--- src/hw/dsp_pkg.sv ---
package dsp_pkg;

    // operand and result widths
    localparam int a_w  = 30;
    localparam int b_w  = 18;
    localparam int c_w  = 48;
    localparam int d_w  = 25;
    localparam int ad_w = 25;                 // pre-adder result, wraps
    localparam int m_w  = 43;                 // signed ad_w x b_w product
    localparam int p_w  = 48;

    localparam int pipe_depth = 5;            // input to output latency in cycles

    typedef logic [a_w-1:0]  a_t;
    typedef logic [b_w-1:0]  b_t;
    typedef logic [c_w-1:0]  c_t;
    typedef logic [d_w-1:0]  d_t;
    typedef logic [ad_w-1:0] ad_t;
    typedef logic [m_w-1:0]  m_t;
    typedef logic [p_w-1:0]  p_t;

    typedef logic [2:0] inmode_t;
    typedef logic [6:0] opmode_t;             // [1:0] x, [3:2] y, [6:4] z
    typedef logic [3:0] alumode_t;

    // inmode bit positions
    localparam int inmode_gate_a = 0;
    localparam int inmode_use_d  = 1;
    localparam int inmode_neg_a  = 2;

    localparam int opmode_y_ones = 3;         // picks the second logic variant

    localparam logic [1:0] x_zero = 2'b00;
    localparam logic [1:0] x_m    = 2'b01;
    localparam logic [1:0] x_ab   = 2'b11;    // a:b concatenation
    localparam logic [1:0] y_zero = 2'b00;
    localparam logic [1:0] y_ones = 2'b10;
    localparam logic [1:0] y_c    = 2'b11;
    localparam logic [2:0] z_zero = 3'b000;
    localparam logic [2:0] z_p    = 3'b010;   // accumulate on p
    localparam logic [2:0] z_c    = 3'b011;

    localparam alumode_t alu_add      = 4'b0000;
    localparam alumode_t alu_notz_add = 4'b0001;
    localparam alumode_t alu_not_sum  = 4'b0010;
    localparam alumode_t alu_sub      = 4'b0011;
    localparam alumode_t alu_xor      = 4'b0100;
    localparam alumode_t alu_xnor     = 4'b0101;
    localparam alumode_t alu_xnor_alt = 4'b0110;
    localparam alumode_t alu_xor_alt  = 4'b0111;
    localparam alumode_t alu_and      = 4'b1100;
    localparam alumode_t alu_and_notz = 4'b1101;
    localparam alumode_t alu_nand     = 4'b1110;
    localparam alumode_t alu_notx_or  = 4'b1111;

    // all logic codes have bit 2 set, arithmetic ones never do
    function automatic logic is_logic_mode(alumode_t mode);
        return mode[2];
    endfunction

endpackage

--- src/hw/dsp_input_stage.sv ---
`timescale 1ns/100ps

module dsp_input_stage (
    input  logic               clk,
    input  logic               rst_n,
    input  logic               in_valid,
    input  dsp_pkg::a_t        a,
    input  dsp_pkg::b_t        b,
    input  dsp_pkg::c_t        c,
    input  dsp_pkg::d_t        d,
    input  dsp_pkg::inmode_t   inmode,
    input  dsp_pkg::opmode_t   opmode,
    input  dsp_pkg::alumode_t  alumode,
    output logic               s1_valid,
    output dsp_pkg::a_t        s1_a,
    output dsp_pkg::b_t        s1_b,
    output dsp_pkg::c_t        s1_c,
    output dsp_pkg::d_t        s1_d,
    output dsp_pkg::inmode_t   s1_inmode,
    output dsp_pkg::opmode_t   s1_opmode,
    output dsp_pkg::alumode_t  s1_alumode
);

    // input register bank, one flop per port
    always_ff @(posedge clk or negedge rst_n) begin
        if (!rst_n) begin
            s1_valid   <= 1'b0;
            s1_a       <= '0;
            s1_b       <= '0;
            s1_c       <= '0;
            s1_d       <= '0;
            s1_inmode  <= '0;
            s1_opmode  <= '0;
            s1_alumode <= '0;
        end else begin
            s1_valid   <= in_valid;             // loads every cycle, no stall
            s1_a       <= a;
            s1_b       <= b;
            s1_c       <= c;
            s1_d       <= d;
            s1_inmode  <= inmode;
            s1_opmode  <= opmode;
            s1_alumode <= alumode;
        end
    end

endmodule

--- src/hw/dsp_preadder.sv ---
`timescale 1ns/100ps

module dsp_preadder (
    input  logic               clk,
    input  logic               rst_n,
    input  logic               s1_valid,
    input  dsp_pkg::a_t        s1_a,
    input  dsp_pkg::b_t        s1_b,
    input  dsp_pkg::c_t        s1_c,
    input  dsp_pkg::d_t        s1_d,
    input  dsp_pkg::inmode_t   s1_inmode,
    input  dsp_pkg::opmode_t   s1_opmode,
    input  dsp_pkg::alumode_t  s1_alumode,
    output logic               s2_valid,
    output dsp_pkg::ad_t       s2_ad,
    output dsp_pkg::a_t        s2_a,
    output dsp_pkg::b_t        s2_b,
    output dsp_pkg::c_t        s2_c,
    output dsp_pkg::opmode_t   s2_opmode,
    output dsp_pkg::alumode_t  s2_alumode
);

    import dsp_pkg::*;

    ad_t d_term;
    ad_t a_term;
    ad_t ad_sum;

    assign d_term = s1_inmode[inmode_use_d]  ? s1_d : '0;
    assign a_term = s1_inmode[inmode_gate_a] ? '0 : s1_a[ad_w-1:0];   // low bits of a only
    assign ad_sum = s1_inmode[inmode_neg_a]  ? d_term - a_term : d_term + a_term;

    always_ff @(posedge clk or negedge rst_n) begin
        if (!rst_n) begin
            s2_valid   <= 1'b0;
            s2_opmode  <= '0;
            s2_alumode <= '0;
        end else begin
            s2_valid   <= s1_valid;
            s2_opmode  <= s1_opmode;
            s2_alumode <= s1_alumode;
        end
    end

    always_ff @(posedge clk) begin
        s2_ad <= ad_sum;                        // wraps to 25 bits
        s2_a  <= s1_a;                          // still needed for a:b
        s2_b  <= s1_b;
        s2_c  <= s1_c;
    end

endmodule

--- src/hw/dsp_multiplier.sv ---
`timescale 1ns/100ps

module dsp_multiplier (
    input  logic               clk,
    input  logic               rst_n,
    input  logic               s2_valid,
    input  dsp_pkg::ad_t       s2_ad,
    input  dsp_pkg::a_t        s2_a,
    input  dsp_pkg::b_t        s2_b,
    input  dsp_pkg::c_t        s2_c,
    input  dsp_pkg::opmode_t   s2_opmode,
    input  dsp_pkg::alumode_t  s2_alumode,
    output logic               s3_valid,
    output dsp_pkg::m_t        s3_m,
    output dsp_pkg::a_t        s3_a,
    output dsp_pkg::b_t        s3_b,
    output dsp_pkg::c_t        s3_c,
    output dsp_pkg::opmode_t   s3_opmode,
    output dsp_pkg::alumode_t  s3_alumode
);

    import dsp_pkg::*;

    m_t product;

    // both operands signed, result fits 43 bits exactly
    assign product = $signed(s2_ad) * $signed(s2_b);

    always_ff @(posedge clk or negedge rst_n) begin
        if (!rst_n) begin
            s3_valid   <= 1'b0;
            s3_opmode  <= '0;
            s3_alumode <= '0;
        end else begin
            s3_valid   <= s2_valid;
            s3_opmode  <= s2_opmode;
            s3_alumode <= s2_alumode;
        end
    end

    always_ff @(posedge clk) begin
        s3_m <= product;
        s3_a <= s2_a;
        s3_b <= s2_b;
        s3_c <= s2_c;
    end

endmodule

--- src/hw/dsp_alu.sv ---
`timescale 1ns/100ps

module dsp_alu (
    input  logic               clk,
    input  logic               rst_n,
    input  logic               s3_valid,
    input  dsp_pkg::m_t        s3_m,
    input  dsp_pkg::a_t        s3_a,
    input  dsp_pkg::b_t        s3_b,
    input  dsp_pkg::c_t        s3_c,
    input  dsp_pkg::opmode_t   s3_opmode,
    input  dsp_pkg::alumode_t  s3_alumode,
    output logic               s4_valid,
    output dsp_pkg::p_t        s4_p,
    output logic               s4_carry,
    output dsp_pkg::c_t        s4_c
);

    import dsp_pkg::*;

    p_t           x_op;
    p_t           y_op;
    p_t           z_op;
    logic         y_ones_sel;
    logic [p_w:0] alu_res;                      // carry in the top bit

    always_comb begin
        case (s3_opmode[1:0])
            x_m:     x_op = {{(p_w-m_w){s3_m[m_w-1]}}, s3_m};    // sign extend product
            x_ab:    x_op = {s3_a, s3_b};
            x_zero:  x_op = '0;
            default: x_op = '0;
        endcase
        case (s3_opmode[3:2])
            y_ones:  y_op = '1;
            y_c:     y_op = s3_c;
            y_zero:  y_op = '0;
            default: y_op = '0;                 // 01 is zero, product is already whole
        endcase
        case (s3_opmode[6:4])
            z_p:     z_op = s4_p;               // last valid result
            z_c:     z_op = s3_c;
            z_zero:  z_op = '0;
            default: z_op = '0;
        endcase
    end

    assign y_ones_sel = s3_opmode[opmode_y_ones];

    always_comb begin
        alu_res = '0;
        if (is_logic_mode(s3_alumode)) begin
            case (s3_alumode)
                alu_xor, alu_xor_alt:   alu_res[p_w-1:0] = y_ones_sel ? ~(x_op ^ z_op) : x_op ^ z_op;
                alu_xnor, alu_xnor_alt: alu_res[p_w-1:0] = y_ones_sel ? x_op ^ z_op : ~(x_op ^ z_op);
                alu_and:      alu_res[p_w-1:0] = y_ones_sel ? x_op | z_op : x_op & z_op;
                alu_and_notz: alu_res[p_w-1:0] = y_ones_sel ? x_op | ~z_op : x_op & ~z_op;
                alu_nand:     alu_res[p_w-1:0] = y_ones_sel ? ~(x_op | z_op) : ~(x_op & z_op);
                alu_notx_or:  alu_res[p_w-1:0] = y_ones_sel ? ~x_op & z_op : ~x_op | z_op;
                default:      alu_res = '0;
            endcase
        end else begin
            case (s3_alumode)
                alu_add:      alu_res = {1'b0, z_op} + {1'b0, x_op} + {1'b0, y_op};
                alu_notz_add: alu_res = {1'b0, ~z_op} + {1'b0, x_op} + {1'b0, y_op};
                alu_not_sum:  alu_res = ~({1'b0, z_op} + {1'b0, x_op} + {1'b0, y_op});
                alu_sub:      alu_res = {1'b0, z_op} - ({1'b0, x_op} + {1'b0, y_op});
                default:      alu_res = '0;     // unused codes give zero
            endcase
        end
    end

    always_ff @(posedge clk or negedge rst_n) begin
        if (!rst_n) begin
            s4_valid <= 1'b0;
            s4_p     <= '0;
            s4_carry <= 1'b0;
        end else begin
            s4_valid <= s3_valid;
            if (s3_valid) begin                 // p holds between valid items
                s4_p     <= alu_res[p_w-1:0];
                s4_carry <= alu_res[p_w];
            end
        end
    end

    always_ff @(posedge clk) begin
        s4_c <= s3_c;                           // pattern source for stage 5
    end

endmodule

--- src/hw/dsp_pattern_detect.sv ---
`timescale 1ns/100ps

module dsp_pattern_detect #(
    parameter dsp_pkg::p_t pattern        = '0,
    parameter dsp_pkg::p_t mask           = '0,  // set bits are ignored
    parameter bit          pattern_from_c = 1'b1
) (
    input  logic         clk,
    input  logic         rst_n,
    input  logic         s4_valid,
    input  dsp_pkg::p_t  s4_p,
    input  logic         s4_carry,
    input  dsp_pkg::c_t  s4_c,
    output logic         out_valid,
    output dsp_pkg::p_t  p,
    output logic         carry_out,
    output logic         pattern_detect,
    output logic         pattern_b_detect,
    output logic         overflow,
    output logic         underflow
);

    import dsp_pkg::*;

    p_t   pat;
    logic match;
    logic match_b;
    logic prev_match;                           // history of the last valid item
    logic prev_match_b;

    assign pat     = pattern_from_c ? s4_c : pattern;
    assign match   = &(~(s4_p ^ pat) | mask);
    assign match_b = &(~(s4_p ^ ~pat) | mask);

    always_ff @(posedge clk or negedge rst_n) begin
        if (!rst_n) begin
            out_valid        <= 1'b0;
            p                <= '0;
            carry_out        <= 1'b0;
            pattern_detect   <= 1'b0;
            pattern_b_detect <= 1'b0;
            overflow         <= 1'b0;
            underflow        <= 1'b0;
            prev_match       <= 1'b0;
            prev_match_b     <= 1'b0;
        end else begin
            out_valid        <= s4_valid;
            p                <= s4_p;
            carry_out        <= s4_carry;
            pattern_detect   <= s4_valid & match;      // flags only for real items
            pattern_b_detect <= s4_valid & match_b;
            overflow         <= s4_valid & prev_match & ~match & ~match_b;
            underflow        <= s4_valid & prev_match_b & ~match & ~match_b;
            if (s4_valid) begin
                prev_match   <= match;
                prev_match_b <= match_b;
            end
        end
    end

endmodule

--- src/hw/dsp_slice.sv ---
`timescale 1ns/100ps

module dsp_slice #(
    parameter dsp_pkg::p_t pattern        = '0,
    parameter dsp_pkg::p_t mask           = {2'b00, {(dsp_pkg::p_w-2){1'b1}}},
    parameter bit          pattern_from_c = 1'b1
) (
    input  logic               clk,
    input  logic               rst_n,
    input  logic               in_valid,
    input  dsp_pkg::a_t        a,
    input  dsp_pkg::b_t        b,
    input  dsp_pkg::c_t        c,
    input  dsp_pkg::d_t        d,
    input  dsp_pkg::inmode_t   inmode,
    input  dsp_pkg::opmode_t   opmode,
    input  dsp_pkg::alumode_t  alumode,
    output logic               out_valid,
    output dsp_pkg::p_t        p,
    output logic               carry_out,
    output logic               pattern_detect,
    output logic               pattern_b_detect,
    output logic               overflow,
    output logic               underflow
);

    import dsp_pkg::*;

    logic     s1_valid, s2_valid, s3_valid, s4_valid;
    a_t       s1_a, s2_a, s3_a;
    b_t       s1_b, s2_b, s3_b;
    c_t       s1_c, s2_c, s3_c, s4_c;
    d_t       s1_d;
    inmode_t  s1_inmode;
    opmode_t  s1_opmode, s2_opmode, s3_opmode;
    alumode_t s1_alumode, s2_alumode, s3_alumode;
    ad_t      s2_ad;
    m_t       s3_m;
    p_t       s4_p;
    logic     s4_carry;

    dsp_input_stage u_input (
        .clk, .rst_n, .in_valid, .a, .b, .c, .d, .inmode, .opmode, .alumode,
        .s1_valid, .s1_a, .s1_b, .s1_c, .s1_d, .s1_inmode, .s1_opmode, .s1_alumode
    );

    dsp_preadder u_preadder (
        .clk, .rst_n, .s1_valid, .s1_a, .s1_b, .s1_c, .s1_d, .s1_inmode, .s1_opmode,
        .s1_alumode, .s2_valid, .s2_ad, .s2_a, .s2_b, .s2_c, .s2_opmode, .s2_alumode
    );

    dsp_multiplier u_mult (
        .clk, .rst_n, .s2_valid, .s2_ad, .s2_a, .s2_b, .s2_c, .s2_opmode, .s2_alumode,
        .s3_valid, .s3_m, .s3_a, .s3_b, .s3_c, .s3_opmode, .s3_alumode
    );

    dsp_alu u_alu (
        .clk, .rst_n, .s3_valid, .s3_m, .s3_a, .s3_b, .s3_c, .s3_opmode, .s3_alumode,
        .s4_valid, .s4_p, .s4_carry, .s4_c
    );

    dsp_pattern_detect #(
        .pattern        (pattern),
        .mask           (mask),
        .pattern_from_c (pattern_from_c)
    ) u_patdet (
        .clk, .rst_n, .s4_valid, .s4_p, .s4_carry, .s4_c,
        .out_valid, .p, .carry_out, .pattern_detect, .pattern_b_detect,
        .overflow, .underflow
    );

endmodule

--- config.mk ---
export PLATFORM = sky130hd
export DESIGN_NAME = dsp_slice
export DESIGN_NICKNAME = d
export VERILOG_FILES = /design/src/hw/dsp_pkg.sv /design/src/hw/dsp_input_stage.sv /design/src/hw/dsp_preadder.sv /design/src/hw/dsp_multiplier.sv /design/src/hw/dsp_alu.sv /design/src/hw/dsp_pattern_detect.sv /design/src/hw/dsp_slice.sv
export SDC_FILE = /design/constraint.sdc
export NUM_CORES = 2
export LEC_CHECK = 0
export BUFFER_PORTS_ARGS = -buffer_cell sky130_fd_sc_hd__buf_2
export CORE_MARGIN = 2
export CORE_UTILIZATION = 45
export DETAILED_ROUTE_END_ITERATION = 7
export GPL_TIMING_DRIVEN = 0
export PLACE_DENSITY = 0.66
export RECOVER_POWER = 50
export SLEW_MARGIN = 20
export SYNTH_ARGS = -nofsm -noshare
export SYNTH_HDL_FRONTEND = slang
export SYNTH_SLANG_ARGS = --single-unit
--- constraint.sdc ---
create_clock -name clk -period 10.8 [get_ports clk]
set_clock_uncertainty 0.05 [all_clocks]
set_input_delay 2.7 -clock clk [delete_from_list [all_inputs] [get_ports clk]]
set_output_delay 2.7 -clock clk [all_outputs]
set_load 0.02 [all_outputs]
==> reports/metrics.csv <==
metric,value,unit
rsz0062_at_grt,false,
synth_xor_area_share,6.33,%
core_area,110000,µm²
clk_pin_slew,0.06,ns
cts_buffers,57,
crit_chain,clkbuf_1 > nand2_1 > fa_1 > inv_1 > fa_1 > fa_1 > fa_1 > fa_1 > inv_1 > fa_1 > inv_1 > ha_1 > and4_1 > nor3b_1 > nand3_1 > a211oi_1 > o2111ai_1 > nand2_1 > a211oi_1 > o21ai_0 > a21oi_1 > xnor2_1,
max_stage_delay,0.81,ns
drv_cap,1,
antenna_left,0,
finalInstanceArea,54900,µm²
required,11.28,ns
grt_remaining_overflow,0,
maxSlewViolCount,45,
grt_max_degree,90,
cp_common_cell,fa_1,
dieArea,114000,µm²
async_reset_ff_share,50.4,%
row_count,122,
htreeDepth,2,
synth_compound_area_share,13.7,%
cp-start-kind,register,
outcome,finished with violations,
area_delta_synth_final,9.81,%
cts_tree,yes,
setup_viol,0,
dieHeight,337,µm
synthMuxAreaShare,2.13,%
path_buf_inv,4,
fillers,10500,
synth_top_family_by_area,adder cells,
setup-tns-final,0,ns
max_freq,121,MHz
hold_violations,0,
yosysUniqueCellTypes,106,
viasPerCell,5.56,
setup.worst_path.class,register to register,
finalNonFillerCells,7205,
placed_area,52900,µm²
slew_headroom,-130,%
place_hpwl,145000,µm
gp_congestion,1.03,
ys_seq_area_share,23.8,%
start_util,45.3,%
first_pass_iters,7,
root_buffer,clkbuf_16,
post_cts_resized,0,
io_pins,192,
tightest_slew,3.45,ns
die_w,337,µm
fin_crit,8.29,ns
post-cts-setup-buffers,0,
finalCritPeriodShare,76.7,%
drt_iter0_drc,3835,
routed_wirelength,178000,µm
netlist_instances,5412,
end_kind,register,
vias,40100,
antenna_found_initial,10,
cts_buffer_depth,3,
nNetsFinal,6813,
synthSimpleGateAreaFrac,12.3,%
ys_seq_elements,528,
synth_fa_ha_area_share,33.4,%
post_drt_wl_per_cell,24.8,µm
violations,"max-capacitance violations, max-slew violations",
synth_edf_count,0,
synth_area,50000,µm²
path_max_fanout,10,
grt_pass1_vias,40200,
syn-mean-instance-area,9.23,µm²
hold_buffers,0,
grt_pass1_wl,261000,µm
critical_path_arrival,8.77,ns
cp_top_family,adder cells,
whs,0.271,ns
placed_cells,7095,
drive_gt1_share,7.79,%
drc,0,
hold_path.class,register to register,
port_buffers,191,
synth_ff_type,dfrtp_1,
clock_latency,0.68,ns
synth_nets,6558,
track_usage,31.5,%
synth_warnings,0,
clock_sinks,528,
slowest_stage,dfxtp_1,
-- worst register-to-register path, cell delays in order (launching register included) --
cell and delay [ns]:
dfxtp_1 0.81, clkbuf_1 0.73, nand2_1 0.18, fa_1 0.53, inv_1 0.06, fa_1 0.48, fa_1 0.59, fa_1 0.47
fa_1 0.50, inv_1 0.05, fa_1 0.53, inv_1 0.06, ha_1 0.35, and4_1 0.26, nor3b_1 0.37, nand3_1 0.32
a211oi_1 0.80, o2111ai_1 0.25, nand2_1 0.22, a211oi_1 0.12, o21ai_0 0.19, a21oi_1 0.11, xnor2_1 0.13
-- registers in the layout, indices dropped and copies added, names as in the netlist, 30 cells and up --
| name | count |
|---|---|
| u_input.s1_a | 30 |
| u_preadder.s2_a | 30 |
| u_mult.s3_m | 43 |
| u_mult.s3_a | 30 |
| u_alu.s4_p | 48 |
| u_input.s1_c | 48 |
| u_preadder.s2_c | 48 |
| u_mult.s3_c | 48 |
| u_patdet.p | 48 |
-- per-layer routing --
layer | vias to the layer above | share of wire, % | wire length (µm) | track usage (%)
met1 | 19700 | 40 | 71700 | 41.9
li1 | 18000 | - | - | -
met3 | 433 | 9.4 | 16800 | 5.61
met5 | - | 0.013 | 24 | 0
met4 | 4 | 5.7 | 10200 | 15.3
met2 | 2003 | 45 | 79500 | 49.6
-- stage by stage --
| step | util (%) | setup slack [ns] |
|---|---|---|
| after floorplan | - | 4.65 |
| after global placement | 47.8 | 1.57 |
| after detailed placement | 47.9 | 2.56 |
| after CTS | 49.7 | 2.52 |
| after global routing | 49.7 | 2.16 |
| final | 49.7 | 2.51 |
-- Yosys cell counts, drive strengths merged, types with 29 or more instances --
library cell	instances	area share, %
o221ai	35	0.63
a21o	93	1.4
o21a	77	1.2
a21oi	289	2.9
nor2b	32	0.40
and3	40	0.50
mux2	44	1.0
nand3	60	0.61
nand2	564	4.2
inv	886	6.7
nor2	251	1.9
o211ai	39	0.60
o21ai	189	1.9
a31oi	41	0.62
fa	542	22
a211oi	40	0.62
xnor2	269	4.7
buf	51	0.48
clkbuf	163	1.2
and2	209	2.6
xor2	92	1.6
nor3	36	0.37
a22oi	55	0.83
ha	466	12
nand2b	29	0.36
dfxtp	262	10
dfrtp	266	13
-- logic make-up (layout without fill, tap and decap cells) --
| logic type | after synthesis | after routing |
|---|---|---|
| XOR/XNOR | 361 | 361 |
| buffers and inverters | 1101 | 1405 |
| AND/OR/NAND/NOR | 1311 | 1311 |
| flip-flops | 528 | 528 |
| other | 0 | 1 |
| multiplexers | 78 | 78 |
| AO/OA/AOI/OAI | 1025 | 1025 |
| adder cells (fa/ha/maj) | 1008 | 1008 |
-- path summary, 6_finish.rpt --
kind | from | to | slack [ns] | depth (start not counted)
worst min-delay path | u_preadder.s2_c[45] | u_mult.s3_c[45] | 0.27 | 0
worst max register to register | u_preadder.s2_b[13] | u_mult.s3_m[37] | 2.51 | 22
worst max-delay path | u_preadder.s2_b[13] | u_mult.s3_m[37] | 2.51 | 22
max in group asynchronous | rst_n | u_alu.s4_p[18] | 5.62 | 1
min in group asynchronous | rst_n | u_patdet.p[9] | 3.15 | 1
worst min register to register | u_preadder.s2_c[45] | u_mult.s3_c[45] | 0.27 | 0
-- layout make-up --
cell class	count	area [µm²]	share of cell area [%]
well taps	1488	1860	3.39
plain buffers	214	867	1.58
repair buffers	196	1040	1.89
multi-input cells	3783	33900	61.8
flip-flops and latches	528	11900	21.7
clock buffers	76	1610	2.93
diodes	1	2.50	0.00456
inverters	887	3330	6.07
clock inverters	32	372	0.677
-- cells in the final DEF (no fill, tap or decap), drive strengths merged, types with 41 or more instances in the layout --
cell type / n
xor2: 92
xnor2: 269
nor2: 251
a22oi: 55
o21a: 77
a21oi: 289
a31oi: 41
mux2: 44
and2: 209
o21ai: 189
clkbuf: 251
dfxtp: 262
inv: 891
buf: 235
nand2: 564
fa: 542
nand3: 60
ha: 466
dfrtp: 266
a21o: 93
Power is not shown: default switching activity piles up to over one toggle a cycle in this logic, so the estimate is an artifact.
